## src/verilog/ledger_pkg.sv

```systemverilog
// Balance width inside ledger_word_t is fixed by BAL_W, so every ACCT_W parameter must equal it
`default_nettype none

package ledger_pkg;

	localparam int BAL_W = 24;          // Bits per account balance

	// Transaction phases walked by the sequencer
	typedef enum logic [2:0]
	{
		STEP_IDLE   = 3'd0,
		STEP_LOAD   = 3'd1, // Datapath takes the ledger word
		STEP_CHECK  = 3'd2, // Key and funds check
		STEP_UPDATE = 3'd3, // New balances formed
		STEP_STORE  = 3'd4  // Ledger written back
	} step_t;

	typedef struct packed
	{
		logic [BAL_W-1:0] bal_a;
		logic [BAL_W-1:0] bal_b;
	} ledger_word_t;

	// Galois LFSR, x^16+x^14+x^13+x^11+1
	localparam logic [15:0] LFSR_SEED = 16'hACE1;
	localparam logic [15:0] LFSR_TAPS = 16'hB400;

endpackage

`default_nettype wire
```

## src/verilog/txn_if.sv

```systemverilog
// Transaction step bus; ACCT_W must equal ledger_pkg::BAL_W or elaboration stops
`default_nettype none
`timescale 1ns/10ps

interface txn_if #(
	parameter int ACCT_W = 24
);
	import ledger_pkg::*;

	step_t        step;           // Current transaction phase
	logic         data_done;      // Check or update finished
	logic         store_done;     // Pulse after the ledger write
	logic         load_registers; // Pulse while the ledger word is offered
	ledger_word_t ledger;
	ledger_word_t result;

	// The shared word type cannot follow ACCT_W
	if (ACCT_W != BAL_W)
	begin : g_width_check
		$error("txn_if: ACCT_W differs from ledger_pkg::BAL_W");
	end

	modport sequencer (output step, input data_done, input store_done, input load_registers);
	modport datapath (input step, input load_registers, input ledger, output data_done,
		output result);
	modport memory (input step, input result, output ledger, output load_registers,
		output store_done);

endinterface

`default_nettype wire

```

## src/verilog/ledger_top.sv

```systemverilog
// Two-account ledger top; switches carry both amount and key, pulses must be one cycle
`default_nettype none
`timescale 1ns/10ps

module ledger_top #(
	parameter int          ACCT_W        = 24,
	parameter int unsigned START_BALANCE = 1000,
	parameter int          TABLE_N       = 8
) (
	input  logic              clock,
	input  logic              arst_n,
	input  logic              start,
	input  logic              load,
	input  logic [7:0]        switches,
	output logic [ACCT_W-1:0] balance_a,
	output logic [ACCT_W-1:0] balance_b,
	output logic              ready,
	output logic              busy,
	output logic              accepted,
	output logic              rejected
);

	logic       random_init;
	logic       table_done;
	logic       init_memory;
	logic       finished_init;
	logic       load_amount;
	logic       load_key;
	logic       start_transaction;
	logic       finished;
	logic [7:0] key_table [TABLE_N];

	txn_if #(.ACCT_W(ACCT_W)) txn ();

	lfsr_table #(.TABLE_N(TABLE_N)) u_lfsr_table (.clock(clock), .arst_n(arst_n),
		.enable(random_init), .table_done(table_done), .key_table(key_table));

	main_control u_main_control (.clock(clock), .arst_n(arst_n), .start(start), .load(load),
		.table_done(table_done), .finished_init(finished_init), .finished(finished),
		.random_init(random_init), .init_memory(init_memory), .load_amount(load_amount),
		.load_key(load_key), .start_transaction(start_transaction), .ready(ready), .busy(busy));

	transaction_control u_transaction_control (.clock(clock), .arst_n(arst_n),
		.start_transaction(start_transaction), .finished(finished), .bus(txn.sequencer));

	memory_control #(.ACCT_W(ACCT_W), .START_BALANCE(START_BALANCE)) u_memory_control (
		.clock(clock), .arst_n(arst_n), .init_memory(init_memory),
		.finished_init(finished_init), .balance_a(balance_a), .balance_b(balance_b),
		.bus(txn.memory));

	datapath #(.ACCT_W(ACCT_W), .TABLE_N(TABLE_N)) u_datapath (.clock(clock), .arst_n(arst_n),
		.amount_in(switches), .load_amount(load_amount), .load_key(load_key),
		.key_table(key_table), .accepted(accepted), .rejected(rejected), .bus(txn.datapath));

endmodule

`default_nettype wire

```

## src/verilog/datapath.sv

```systemverilog
// Key and funds check; amount low log2(TABLE_N) bits pick the key, ACCT_W must exceed 8
`default_nettype none
`timescale 1ns/10ps

module datapath #(
	parameter int ACCT_W  = 24,
	parameter int TABLE_N = 8
) (
	input  logic       clock,
	input  logic       arst_n,
	input  logic [7:0] amount_in,
	input  logic       load_amount,
	input  logic       load_key,
	input  logic [7:0] key_table [TABLE_N],
	output logic       accepted,
	output logic       rejected,
	txn_if.datapath    bus
);
	import ledger_pkg::*;

	localparam int IDX_W = $clog2(TABLE_N);

	logic [7:0]        amount_q;
	logic [7:0]        key_q;
	ledger_word_t      word_q;
	ledger_word_t      result_q;
	logic              key_ok_q;
	logic              funds_ok_q;
	step_t             done_step_q; // Last step that has completed
	logic [ACCT_W-1:0] amount_ext;
	logic [7:0]        table_key;
	logic              transfer_ok;
	logic              check_now;
	logic              update_now;

	assign amount_ext  = {{(ACCT_W - 8){1'b0}}, amount_q};
	assign table_key   = key_table[amount_q[IDX_W-1:0]];
	assign transfer_ok = key_ok_q && funds_ok_q;
	assign check_now   = (bus.step == STEP_CHECK) && (done_step_q != STEP_CHECK);
	assign update_now  = (bus.step == STEP_UPDATE) && (done_step_q != STEP_UPDATE);

	always_ff @(posedge clock)
	begin
		if (load_amount)
			amount_q <= amount_in;
		if (load_key)
			key_q <= amount_in; // Same switches as the amount
		if (bus.load_registers)
			word_q <= bus.ledger;
		if (update_now)
		begin
			if (transfer_ok)
			begin
				result_q.bal_a <= word_q.bal_a - amount_ext;
				result_q.bal_b <= word_q.bal_b + amount_ext;
			end
			else
				result_q <= word_q;
		end
	end

	always_ff @(posedge clock or negedge arst_n)
	begin
		if (!arst_n)
		begin
			done_step_q <= STEP_IDLE;
			key_ok_q    <= 1'b0;
			funds_ok_q  <= 1'b0;
			accepted    <= 1'b0;
			rejected    <= 1'b0;
		end
		else if (check_now)
		begin
			key_ok_q    <= (key_q == table_key);
			funds_ok_q  <= (amount_ext <= word_q.bal_a); // A must cover it
			done_step_q <= STEP_CHECK;
		end
		else if (update_now)
		begin
			accepted    <= transfer_ok;
			rejected    <= !transfer_ok;
			done_step_q <= STEP_UPDATE;
		end
		else if (bus.step == STEP_LOAD)
		begin
			accepted    <= 1'b0; // New transaction clears the flags
			rejected    <= 1'b0;
			done_step_q <= STEP_IDLE;
		end
		else if (bus.step != STEP_CHECK && bus.step != STEP_UPDATE)
			done_step_q <= STEP_IDLE;
	end

	// High only while the finished step is still current
	assign bus.data_done = (bus.step == STEP_CHECK || bus.step == STEP_UPDATE)
		&& (done_step_q == bus.step);
	assign bus.result    = result_q;

endmodule

`default_nettype wire

```

## src/verilog/memory_control.sv

```systemverilog
// Ledger storage; balances are undefined until the first init_memory pulse
`default_nettype none
`timescale 1ns/10ps

module memory_control #(
	parameter int          ACCT_W        = 24,
	parameter int unsigned START_BALANCE = 1000
) (
	input  logic              clock,
	input  logic              arst_n,
	input  logic              init_memory,
	output logic              finished_init,
	output logic [ACCT_W-1:0] balance_a,
	output logic [ACCT_W-1:0] balance_b,
	txn_if.memory             bus
);
	import ledger_pkg::*;

	localparam logic [ACCT_W-1:0] START_VALUE = ACCT_W'(START_BALANCE);

	ledger_word_t ledger_q;
	logic         store_done_q;
	logic         write_en;

	assign write_en = (bus.step == STEP_STORE) && !store_done_q; // First STORE cycle

	always_ff @(posedge clock or negedge arst_n)
	begin
		if (!arst_n)
		begin
			finished_init <= 1'b0;
			store_done_q  <= 1'b0;
		end
		else
		begin
			if (init_memory)
				finished_init <= 1'b1;
			store_done_q <= write_en; // Pulse the cycle after the write
		end
	end

	always_ff @(posedge clock)
	begin
		if (init_memory)
		begin
			ledger_q.bal_a <= START_VALUE;
			ledger_q.bal_b <= START_VALUE;
		end
		else if (write_en)
			ledger_q <= bus.result;
	end

	// STEP_LOAD lasts one cycle, so this is a pulse
	assign bus.load_registers = (bus.step == STEP_LOAD);
	assign bus.store_done     = store_done_q;
	assign bus.ledger         = ledger_q;

	assign balance_a = ledger_q.bal_a;
	assign balance_b = ledger_q.bal_b;

endmodule

`default_nettype wire

```

## src/verilog/transaction_control.sv

```systemverilog
// Step sequencer; each step waits on its own done source with no time limit
`default_nettype none
`timescale 1ns/10ps

module transaction_control (
	input  logic        clock,
	input  logic        arst_n,
	input  logic        start_transaction,
	output logic        finished,
	txn_if.sequencer    bus
);
	import ledger_pkg::*;

	step_t step_q;
	logic  step_done;

	// Done source per step
	always_comb
	begin
		case (step_q)
			STEP_LOAD:   step_done = bus.load_registers;
			STEP_CHECK:  step_done = bus.data_done;
			STEP_UPDATE: step_done = bus.data_done;
			STEP_STORE:  step_done = bus.store_done;
			default:     step_done = 1'b0;
		endcase
	end

	always_ff @(posedge clock or negedge arst_n)
	begin
		if (!arst_n)
			step_q <= STEP_IDLE;
		else
		begin
			case (step_q)
				STEP_IDLE:   if (start_transaction) step_q <= STEP_LOAD;
				STEP_LOAD:   if (step_done) step_q <= STEP_CHECK;
				STEP_CHECK:  if (step_done) step_q <= STEP_UPDATE;
				STEP_UPDATE: if (step_done) step_q <= STEP_STORE;
				STEP_STORE:  if (step_done) step_q <= STEP_IDLE;
				default:     step_q <= STEP_IDLE;
			endcase
		end
	end

	assign bus.step = step_q;
	assign finished = (step_q == STEP_STORE) && step_done; // Leaving STORE

endmodule

`default_nettype wire

```

## src/verilog/main_control.sv

```systemverilog
// Top FSM; start and load are expected as clean one-cycle pulses synchronous to clock
`default_nettype none
`timescale 1ns/10ps

module main_control (
	input  logic clock,
	input  logic arst_n,
	input  logic start,
	input  logic load,
	input  logic table_done,
	input  logic finished_init,
	input  logic finished,
	output logic random_init,
	output logic init_memory,
	output logic load_amount,
	output logic load_key,
	output logic start_transaction,
	output logic ready,
	output logic busy
);

	typedef enum logic [2:0]
	{
		INIT_TABLE,
		INIT_MEM,
		WAIT_AMOUNT,
		WAIT_KEY,
		WAIT_START,
		TRANSACT
	} state_t;

	state_t state_q;
	state_t state_d;

	always_comb
	begin
		state_d = state_q;
		case (state_q)
			INIT_TABLE:  if (table_done) state_d = INIT_MEM;
			INIT_MEM:    if (finished_init) state_d = WAIT_AMOUNT;
			WAIT_AMOUNT: if (load) state_d = WAIT_KEY;
			WAIT_KEY:    if (load) state_d = WAIT_START;
			WAIT_START:
			begin
				if (start)
					state_d = TRANSACT;
				else if (load)
					state_d = WAIT_KEY; // New amount, key needed again
			end
			TRANSACT:    if (finished) state_d = WAIT_AMOUNT;
			default:     state_d = INIT_TABLE;
		endcase
	end

	always_ff @(posedge clock or negedge arst_n)
	begin
		if (!arst_n)
			state_q <= INIT_TABLE;
		else
			state_q <= state_d;
	end

	assign random_init = (state_q == INIT_TABLE);
	assign init_memory = (state_q == INIT_MEM) && !finished_init; // Single cycle

	// Load pulses go to the amount or the key in turn
	assign load_amount = load && (state_q == WAIT_AMOUNT || state_q == WAIT_START);
	assign load_key    = load && (state_q == WAIT_KEY);

	assign start_transaction = start && (state_q == WAIT_START);

	assign ready = (state_q == WAIT_AMOUNT) || (state_q == WAIT_KEY) || (state_q == WAIT_START);
	assign busy  = (state_q == TRANSACT);

endmodule

`default_nettype wire

```

## src/verilog/lfsr_table.sv

```systemverilog
// Fills TABLE_N keys once after reset; TABLE_N must be a power of two and at least 2
`default_nettype none
`timescale 1ns/10ps

module lfsr_table #(
	parameter int TABLE_N = 8
) (
	input  logic       clock,
	input  logic       arst_n,
	input  logic       enable,
	output logic       table_done,
	output logic [7:0] key_table [TABLE_N]
);
	import ledger_pkg::*;

	localparam int               IDX_W    = $clog2(TABLE_N);
	localparam logic [IDX_W-1:0] LAST_IDX = IDX_W'(TABLE_N - 1);

	logic [15:0]      lfsr_q;
	logic [15:0]      lfsr_next;
	logic [IDX_W-1:0] idx_q;
	logic             fill;

	// Right shift, taps folded in when a one drops out
	assign lfsr_next = {1'b0, lfsr_q[15:1]} ^ (lfsr_q[0] ? LFSR_TAPS : 16'h0000);
	assign fill      = enable && !table_done;

	always_ff @(posedge clock or negedge arst_n)
	begin
		if (!arst_n)
		begin
			lfsr_q     <= LFSR_SEED;
			idx_q      <= '0;
			table_done <= 1'b0;
		end
		else if (fill)
		begin
			lfsr_q <= lfsr_next;
			idx_q  <= idx_q + 1'b1;
			if (idx_q == LAST_IDX)
				table_done <= 1'b1; // Last entry written, stop
		end
	end

	always_ff @(posedge clock)
	begin
		if (fill)
			key_table[idx_q] <= lfsr_next[7:0]; // Low byte of the new state
	end

endmodule

`default_nettype wire

```

## config.mk

```make
export PLATFORM = sky130hd
export DESIGN_NAME = ledger_top
export DESIGN_NICKNAME = d
export VERILOG_FILES = /design/src/verilog/ledger_pkg.sv /design/src/verilog/txn_if.sv /design/src/verilog/ledger_top.sv /design/src/verilog/datapath.sv /design/src/verilog/memory_control.sv /design/src/verilog/transaction_control.sv /design/src/verilog/main_control.sv /design/src/verilog/lfsr_table.sv
export SDC_FILE = /design/constraint.sdc
export NUM_CORES = 1
export LEC_CHECK = 0
export ABC_AREA = 1
export CAP_MARGIN = 20
export CORE_MARGIN = 2
export CORE_UTILIZATION = 40
export CTS_BUF_LIST = sky130_fd_sc_hd__clkbuf_4
export CTS_CLUSTER_DIAMETER = 50
export DETAILED_ROUTE_END_ITERATION = 16
export DONT_BUFFER_PORTS = 1
export PLACE_DENSITY = 0.51
export SLEW_MARGIN = 10
export SYNTH_ARGS = -nofsm -noshare
export SYNTH_HDL_FRONTEND = slang
export SYNTH_SLANG_ARGS = --single-unit
export TNS_END_PERCENT = 30
```

## constraint.sdc

```tcl
create_clock -name clock -period 10.7 [get_ports clock]
set_input_delay 2.14 -clock clock [delete_from_list [all_inputs] [get_ports clock]]
set_output_delay 2.14 -clock clock [all_outputs]
set_load 0.02 [all_outputs]
```

# [Word level (Yosys, flattened, before mapping)]
# Cells that the tools add are included.
[op_classes] n_mul=0 n_reduce_logical=30 shift=0 bitwise=4 n_div=0 n_eq_ne=25 order_cmp=4 addsub=3 n_mux=29
[ops] cell="64-bit bitwise mux" n=1
[ops] cell="48-bit two-way mux" n=1
[ops] cell="3-bit two-way mux" n=15
[ops] cell="24-bit by 8-bit adder with 24-bit output" n=1
[ops] cell="8-bit binary-select mux with 3-bit select" n=1
[ops] cell="8-bit demux with 3-bit select" n=1
[ops] cell="8-bit by 24-bit <= comparator with 1-bit output" n=1
[ops] cell="8-bit two-way mux" n=3
[ops] cell="24-bit by 8-bit subtractor with 24-bit output" n=1
[ops] cell="3-bit case mux with 6 select lines" n=1
[ops] cell="16-bit two-way mux" n=1
[ops] cell="15-bit by 16-bit bitwise XOR with 16-bit output" n=1
[ops] cell="3-bit case mux with 5 select lines" n=1
[ops] cell="1-bit logical AND" n=13
[ops] cell="3-bit by 2-bit == test with 1-bit output, second input constant" n=4
[ops] cell="3-bit == test, second input constant" n=4
[ops] cell="2-bit inequality test, second input constant" n=6
[ops] cell="3-bit by 2-bit inequality test with 1-bit output, second input constant" n=4
[ops] cell="8-bit == test" n=1
[ops] cell="4-bit >= comparator, second input constant" n=2
[ops] cell="3-bit NOT with 4-bit output" n=2
[ops] cell="3-bit by 1-bit == test with 1-bit output, second input constant" n=2
[ops] cell="3-bit logical NOT" n=2
[ops] cell="2-bit by 1-bit inequality test with 1-bit output, second input constant" n=3
[ops] cell="other kinds (14)" n=23
[word_totals] elab_cells=123 ff_bits=259 n_memories=0 latchBits=0 output_inout_bits=52 rom_bits=0 ram_bits=0 input_bits=12

# [Depth between registers and ports, before layout]
[logic_depth] ltp_word=7 mapped_depth=15 depth_no_buf=15

# [Modules after synthesis]
# From an unflattened synthesis, not the netlist that was laid out.
[unflattened] hier_cells=1278 area_unflattened_um2=12142.9
[modules_own_cells] mod="datapath" cells_each=680 n_inst=1 area_each_um2=6296.0 seq_area_each_um2=3513.4
[modules_own_cells] mod="lfsr_table" cells_each=168 n_inst=1 area_each_um2=2808.9 seq_area_each_um2=2432.3
[modules_own_cells] mod="memory_control" cells_each=347 n_inst=1 area_each_um2=2529.9 seq_area_each_um2=1011.0
[modules_own_cells] mod="main_control" cells_each=52 n_inst=1 area_each_um2=290.3 seq_area_each_um2=75.1
[modules_own_cells] mod="transaction_control" cells_each=31 n_inst=1 area_each_um2=217.7 seq_area_each_um2=75.1

# [Worst setup path before layout]
# Ideal clock, no wire load.
[synth_timing] kind="register to register" from="register u_transaction_control.step_q[2], in the netlist u_transaction_control.bus.step[2]" to="register u_transaction_control.step_q[0], in the netlist u_transaction_control.bus.step[0]" required_ns=10.565 arrival_time_ns=3.246 path_slack_ns=7.318 n_path_buf=0 path_stages_with_launch=7 synth_period_minus_slack_ns=3.382 setup_time_ns=0.135 cell_sequence="dfrtp_1 > nor2_1 > nand2_1 > nor2_1 > inv_1 > nand4_1 > o21ai_0"
[synth_between] elab_chain_len=6 elab_cells_between_ends=17 cone_classes="eq/ne (10); mux (2); reduce/logical (5)"
[synth_rtl] item="start: declaration" line_no="transaction_control.sv:14" rtl="step_t step_q;"
[synth_rtl] item="start signal: assignment" line_no="transaction_control.sv:32" rtl="step_q <= STEP_IDLE;"
[synth_rtl] item="start signal: assignment" line_no="transaction_control.sv:36" rtl="STEP_IDLE: if (start_transaction) step_q <= STEP_LOAD;"
[synth_rtl] item="start signal: assignment" line_no="transaction_control.sv:37" rtl="STEP_LOAD: if (step_done) step_q <= STEP_CHECK;"
[synth_rtl] item="3-bit by 2-bit == test with 1-bit output" line_no="datapath.sv:95, transaction_control.sv:20, transaction_control.sv:35"
[synth_rtl] item="1-bit logical OR" line_no="datapath.sv:95" rtl="assign bus.data_done = (bus.step == STEP_CHECK || bus.step == STEP_UPDATE)"
[synth_rtl] item="1-bit logical AND" line_no="datapath.sv:96" rtl="&& (done_step_q == bus.step);"
[synth_rtl] item="1-bit case mux with 3 select lines" line_no="transaction_control.sv:20" rtl="case (step_q)"
[synth_rtl] item="2-bit inequality test (no source line) / 2-bit by 1-bit inequality test with 1-bit output (equally long branches)"
[synth_rtl] item="5-bit AND reduction (no source line)"
# Several ways; a longest one is shown, not always the timed one.
# A chain may end at the register's enable or synchronous reset.

# [Final worst setup path]
[layout_timing] from="register u_main_control.state_q[0]" to="output busy"
[layout_between] elab_chain_len=1
[layout_rtl] item="start: declaration" line_no="main_control.sv:32" rtl="state_t state_q;"
[layout_rtl] item="start signal: assignment" line_no="main_control.sv:60" rtl="state_q <= state_d;"
[layout_rtl] item="3-bit == test" line_no="main_control.sv:73" rtl="assign busy = (state_q == TRANSACT);"
[layout_rtl] item="end: declaration" line_no="ledger_top.sv:18" rtl="output logic busy,"
# Every way passes these cells.

==> run summary <==
status: finished, final reports clean
DR WL/cell: 15.84 µm
# fillers: 2655
I/O pin count: 64
Setup CP Type: register to primary output
CP max FO: 4
WP data arrival: 1.64 ns
Hold WC Path Type: register to register
CTS tree: built
register area share after synthesis: 0.6325
post-layout minimum cycle time: 3.776 ns
vias in the first global route: 7586
Post-Syn Area: 0.01124 mm²
Core ar.: 0.02771 mm²
htree depth: 3
static leakage: 5.149 nW
Area Overhead vs Synth: 11.39%
overall global routing resource usage: 0.1813
final net count: 1212
Synth Area per Inst: 9.934 µm²
starting density of the core: 0.4055
GRT overflow: 0
Relative slew margins: 0.3133
Final setup viols: 0
Worst Clk Skew: 0.06290 ns
Chip Width: 171.6 µm
CP Capture Type: primary output
hold buffers post-CTS: 0
DRC errors left: 0
register bit total from synthesis: 258
syn nets: 1163
most frequent cells in the layout: nand2_1 (334), edfxtp_1 (176), inv_1 (123), clkbuf_4 (109), nor2_1 (81)
RSZ-0062 raised after global routing: false
Cell Rows: 61
PD cells: 261.9 mW/mm²
worst path bufs/invs: 2
DP Wirelength: 15760 µm
DRT Wirelength: 25530 µm
initial DRC count: 537
Antenna Violating Nets Remaining: 0
Period Utilization, post-route: 0.3529
first-pass GRT wire length: 40970 µm
delay-heaviest family, CP: simple AND/OR/NAND/NOR gates
critical path's largest stage delay: 0.37 ns
Num CTS Buffers: 72
clock sink total: 258
YS warnings: 0
Clk Latency, worst-skew pair: 0.68 ns
CP most frequent cell: nor2_1
Max Cap Viol: 0
gate count of the mapped netlist: 1131
maximum clock frequency: 264.8 MHz
Via density: 4.795
router iterations before antenna repair: 5
crit-path cells: inv_2, nor2_1, inv_1, nor2_1
max-slew violation count: 0
port bufs: 0
initial antenna violation count: 3
Distinct cells, synth: 48
crit path max-delay cell type: nor2_1
Worst-path clk slew: 0.06 ns
Final Hold Vio Count: 0
worst hold slack: 0.4297 ns
pin count of the biggest net entering global routing: 51
VDD IR max: 0.1729 mV
Setup Buffers After CTS: 0
CTS Root Cell: clkbuf_4
setup TNS: 0 ns
Req. time, crit path: 8.56 ns
Bufs on Longest Clock Path: 3
commonest non-fill, non-tap cell in the layout: nand2_1
post_cts resized: 0
Vias: 7730
Slew @ Worst Pin: 1.026 ns
die area: 0.02945 mm²
share of cells above drive strength 1: 0.1363
CP Launch Type: register
GPL Wtd Cong: 0.8655
Die Y: 171.6 µm
path summary, 6_finish.rpt:
| check | end | cells after the start | slack, ns | from |
|---|---|---|---|---|
| max in group asynchronous | u_lfsr_table.lfsr_q[10] | 0 | 9.33 | arst_n |
| hold reg to reg | u_memory_control.balance_a[7] | 2 | 0.43 | u_datapath.bus.result[31] |
| setup reg to reg | u_datapath.bus.result[44] | 12 | 7.80 | u_datapath.amount_q[2] |
| setup / recovery | busy | 4 | 6.92 | u_main_control.state_q[0] |
| min in group asynchronous | u_datapath.accepted | 0 | 1.17 | arst_n |
| hold / removal | u_memory_control.balance_a[7] | 2 | 0.43 | u_datapath.bus.result[31] |
cell usage after synthesis, drive strengths merged:
library cell  count  share of area
a2bb2oi           1        0.00078
dfxtp            48          0.086
a21oi            53          0.025
nor4              6         0.0033
xor2             14          0.011
o21ai            55          0.026
a211oi            1        0.00067
and3              1        0.00056
clkbuf           11         0.0037
nand3            78          0.036
buf              23          0.016
o21a              1        0.00067
a21o              1        0.00067
ha               18          0.020
dfrtp            26          0.058
a21boi            1        0.00067
nor2             87          0.030
a31o              1        0.00078
nand2           337           0.11
o21bai            4         0.0030
or3               1        0.00056
o31ai             1        0.00067
nor3             10         0.0049
or2               4         0.0022
clkinv            1        0.00033
fa                2         0.0036
inv             132          0.045
nand4            12         0.0067
nand3b            3         0.0020
dfstp             8          0.019
a311oi            1        0.00078
xnor2            12         0.0094
a31oi             1         0.0011
edfxtp          176           0.47
power by group:
part | switching (mW) | internal (mW)
Clock | 0.409 | 0.490
Combinational | 0.470 | 0.215
Sequential | 0.282 | 1.41
worst min-delay path: cells and delay by family (launching register included):
family / cells / cell delay (ns)
flops: 1 / 0.32
simple gates: 2 / 0.11
final cells by class:
class	count	area, µm²	area share
Sequential cell	258	7107	0.5678
Multi-Input combinational cell	706	3433	0.2743
Clock buffer	109	818.3	0.06538
Inverter	133	506.7	0.04049
Tap cell	378	473.0	0.03779
Clock inverter	18	107.6	0.008597
Timing Repair Buffer	9	67.56	0.005398
Antenna cell	1	2.502	0.0001999
logic make-up after synthesis:
logic type	share of synthesized area
AOI/OAI and AO/OA	0.05991
xor gates and xnor gates	0.02027
adders and majority gates	0.02361
buffers and inverters	0.06437
DFF	0.6325
and+or+nand+nor	0.1993
registers in the layout (all words and copies together) (netlist names), 8 cells and up:
register and flops:
u_datapath.bus.result 48, u_datapath.key_q 8, u_memory_control.balance_a 24, u_datapath.amount_q 8
u_datapath.word_q 48, u_memory_control.balance_b 24, u_lfsr_table.lfsr_q 16, u_lfsr_table.key_table 64
metrics by stage:
step           instance area, µm²  utilization  std cells  setup slack (ns)  power [mW]
3_5_place_dp                11590       0.4182       1484             7.399       2.404
2_1_floorplan               11240            -       1131             7.318       2.188
5_1_grt                     12520       0.4517       1612             6.710       3.522
6_report                    12520       0.4517       1612             6.924       3.278
4_1_cts                     12510       0.4517       1611             6.853       3.329
3_3_place_gp                11590       0.4182       1484             7.424       2.398
layer usage:
metal	share of wire	track usage	vias to the layer above	routed length, µm
li1	-	-	3878	-
met1	0.48	0.2557	3608	12170
met2	0.43	0.2602	184	11020
met3	0.067	0.05476	56	1709
met4	0.024	0.07185	4	614
met5	0.00090	0	-	23
Note: power is estimated with default switching activity, not from simulation.
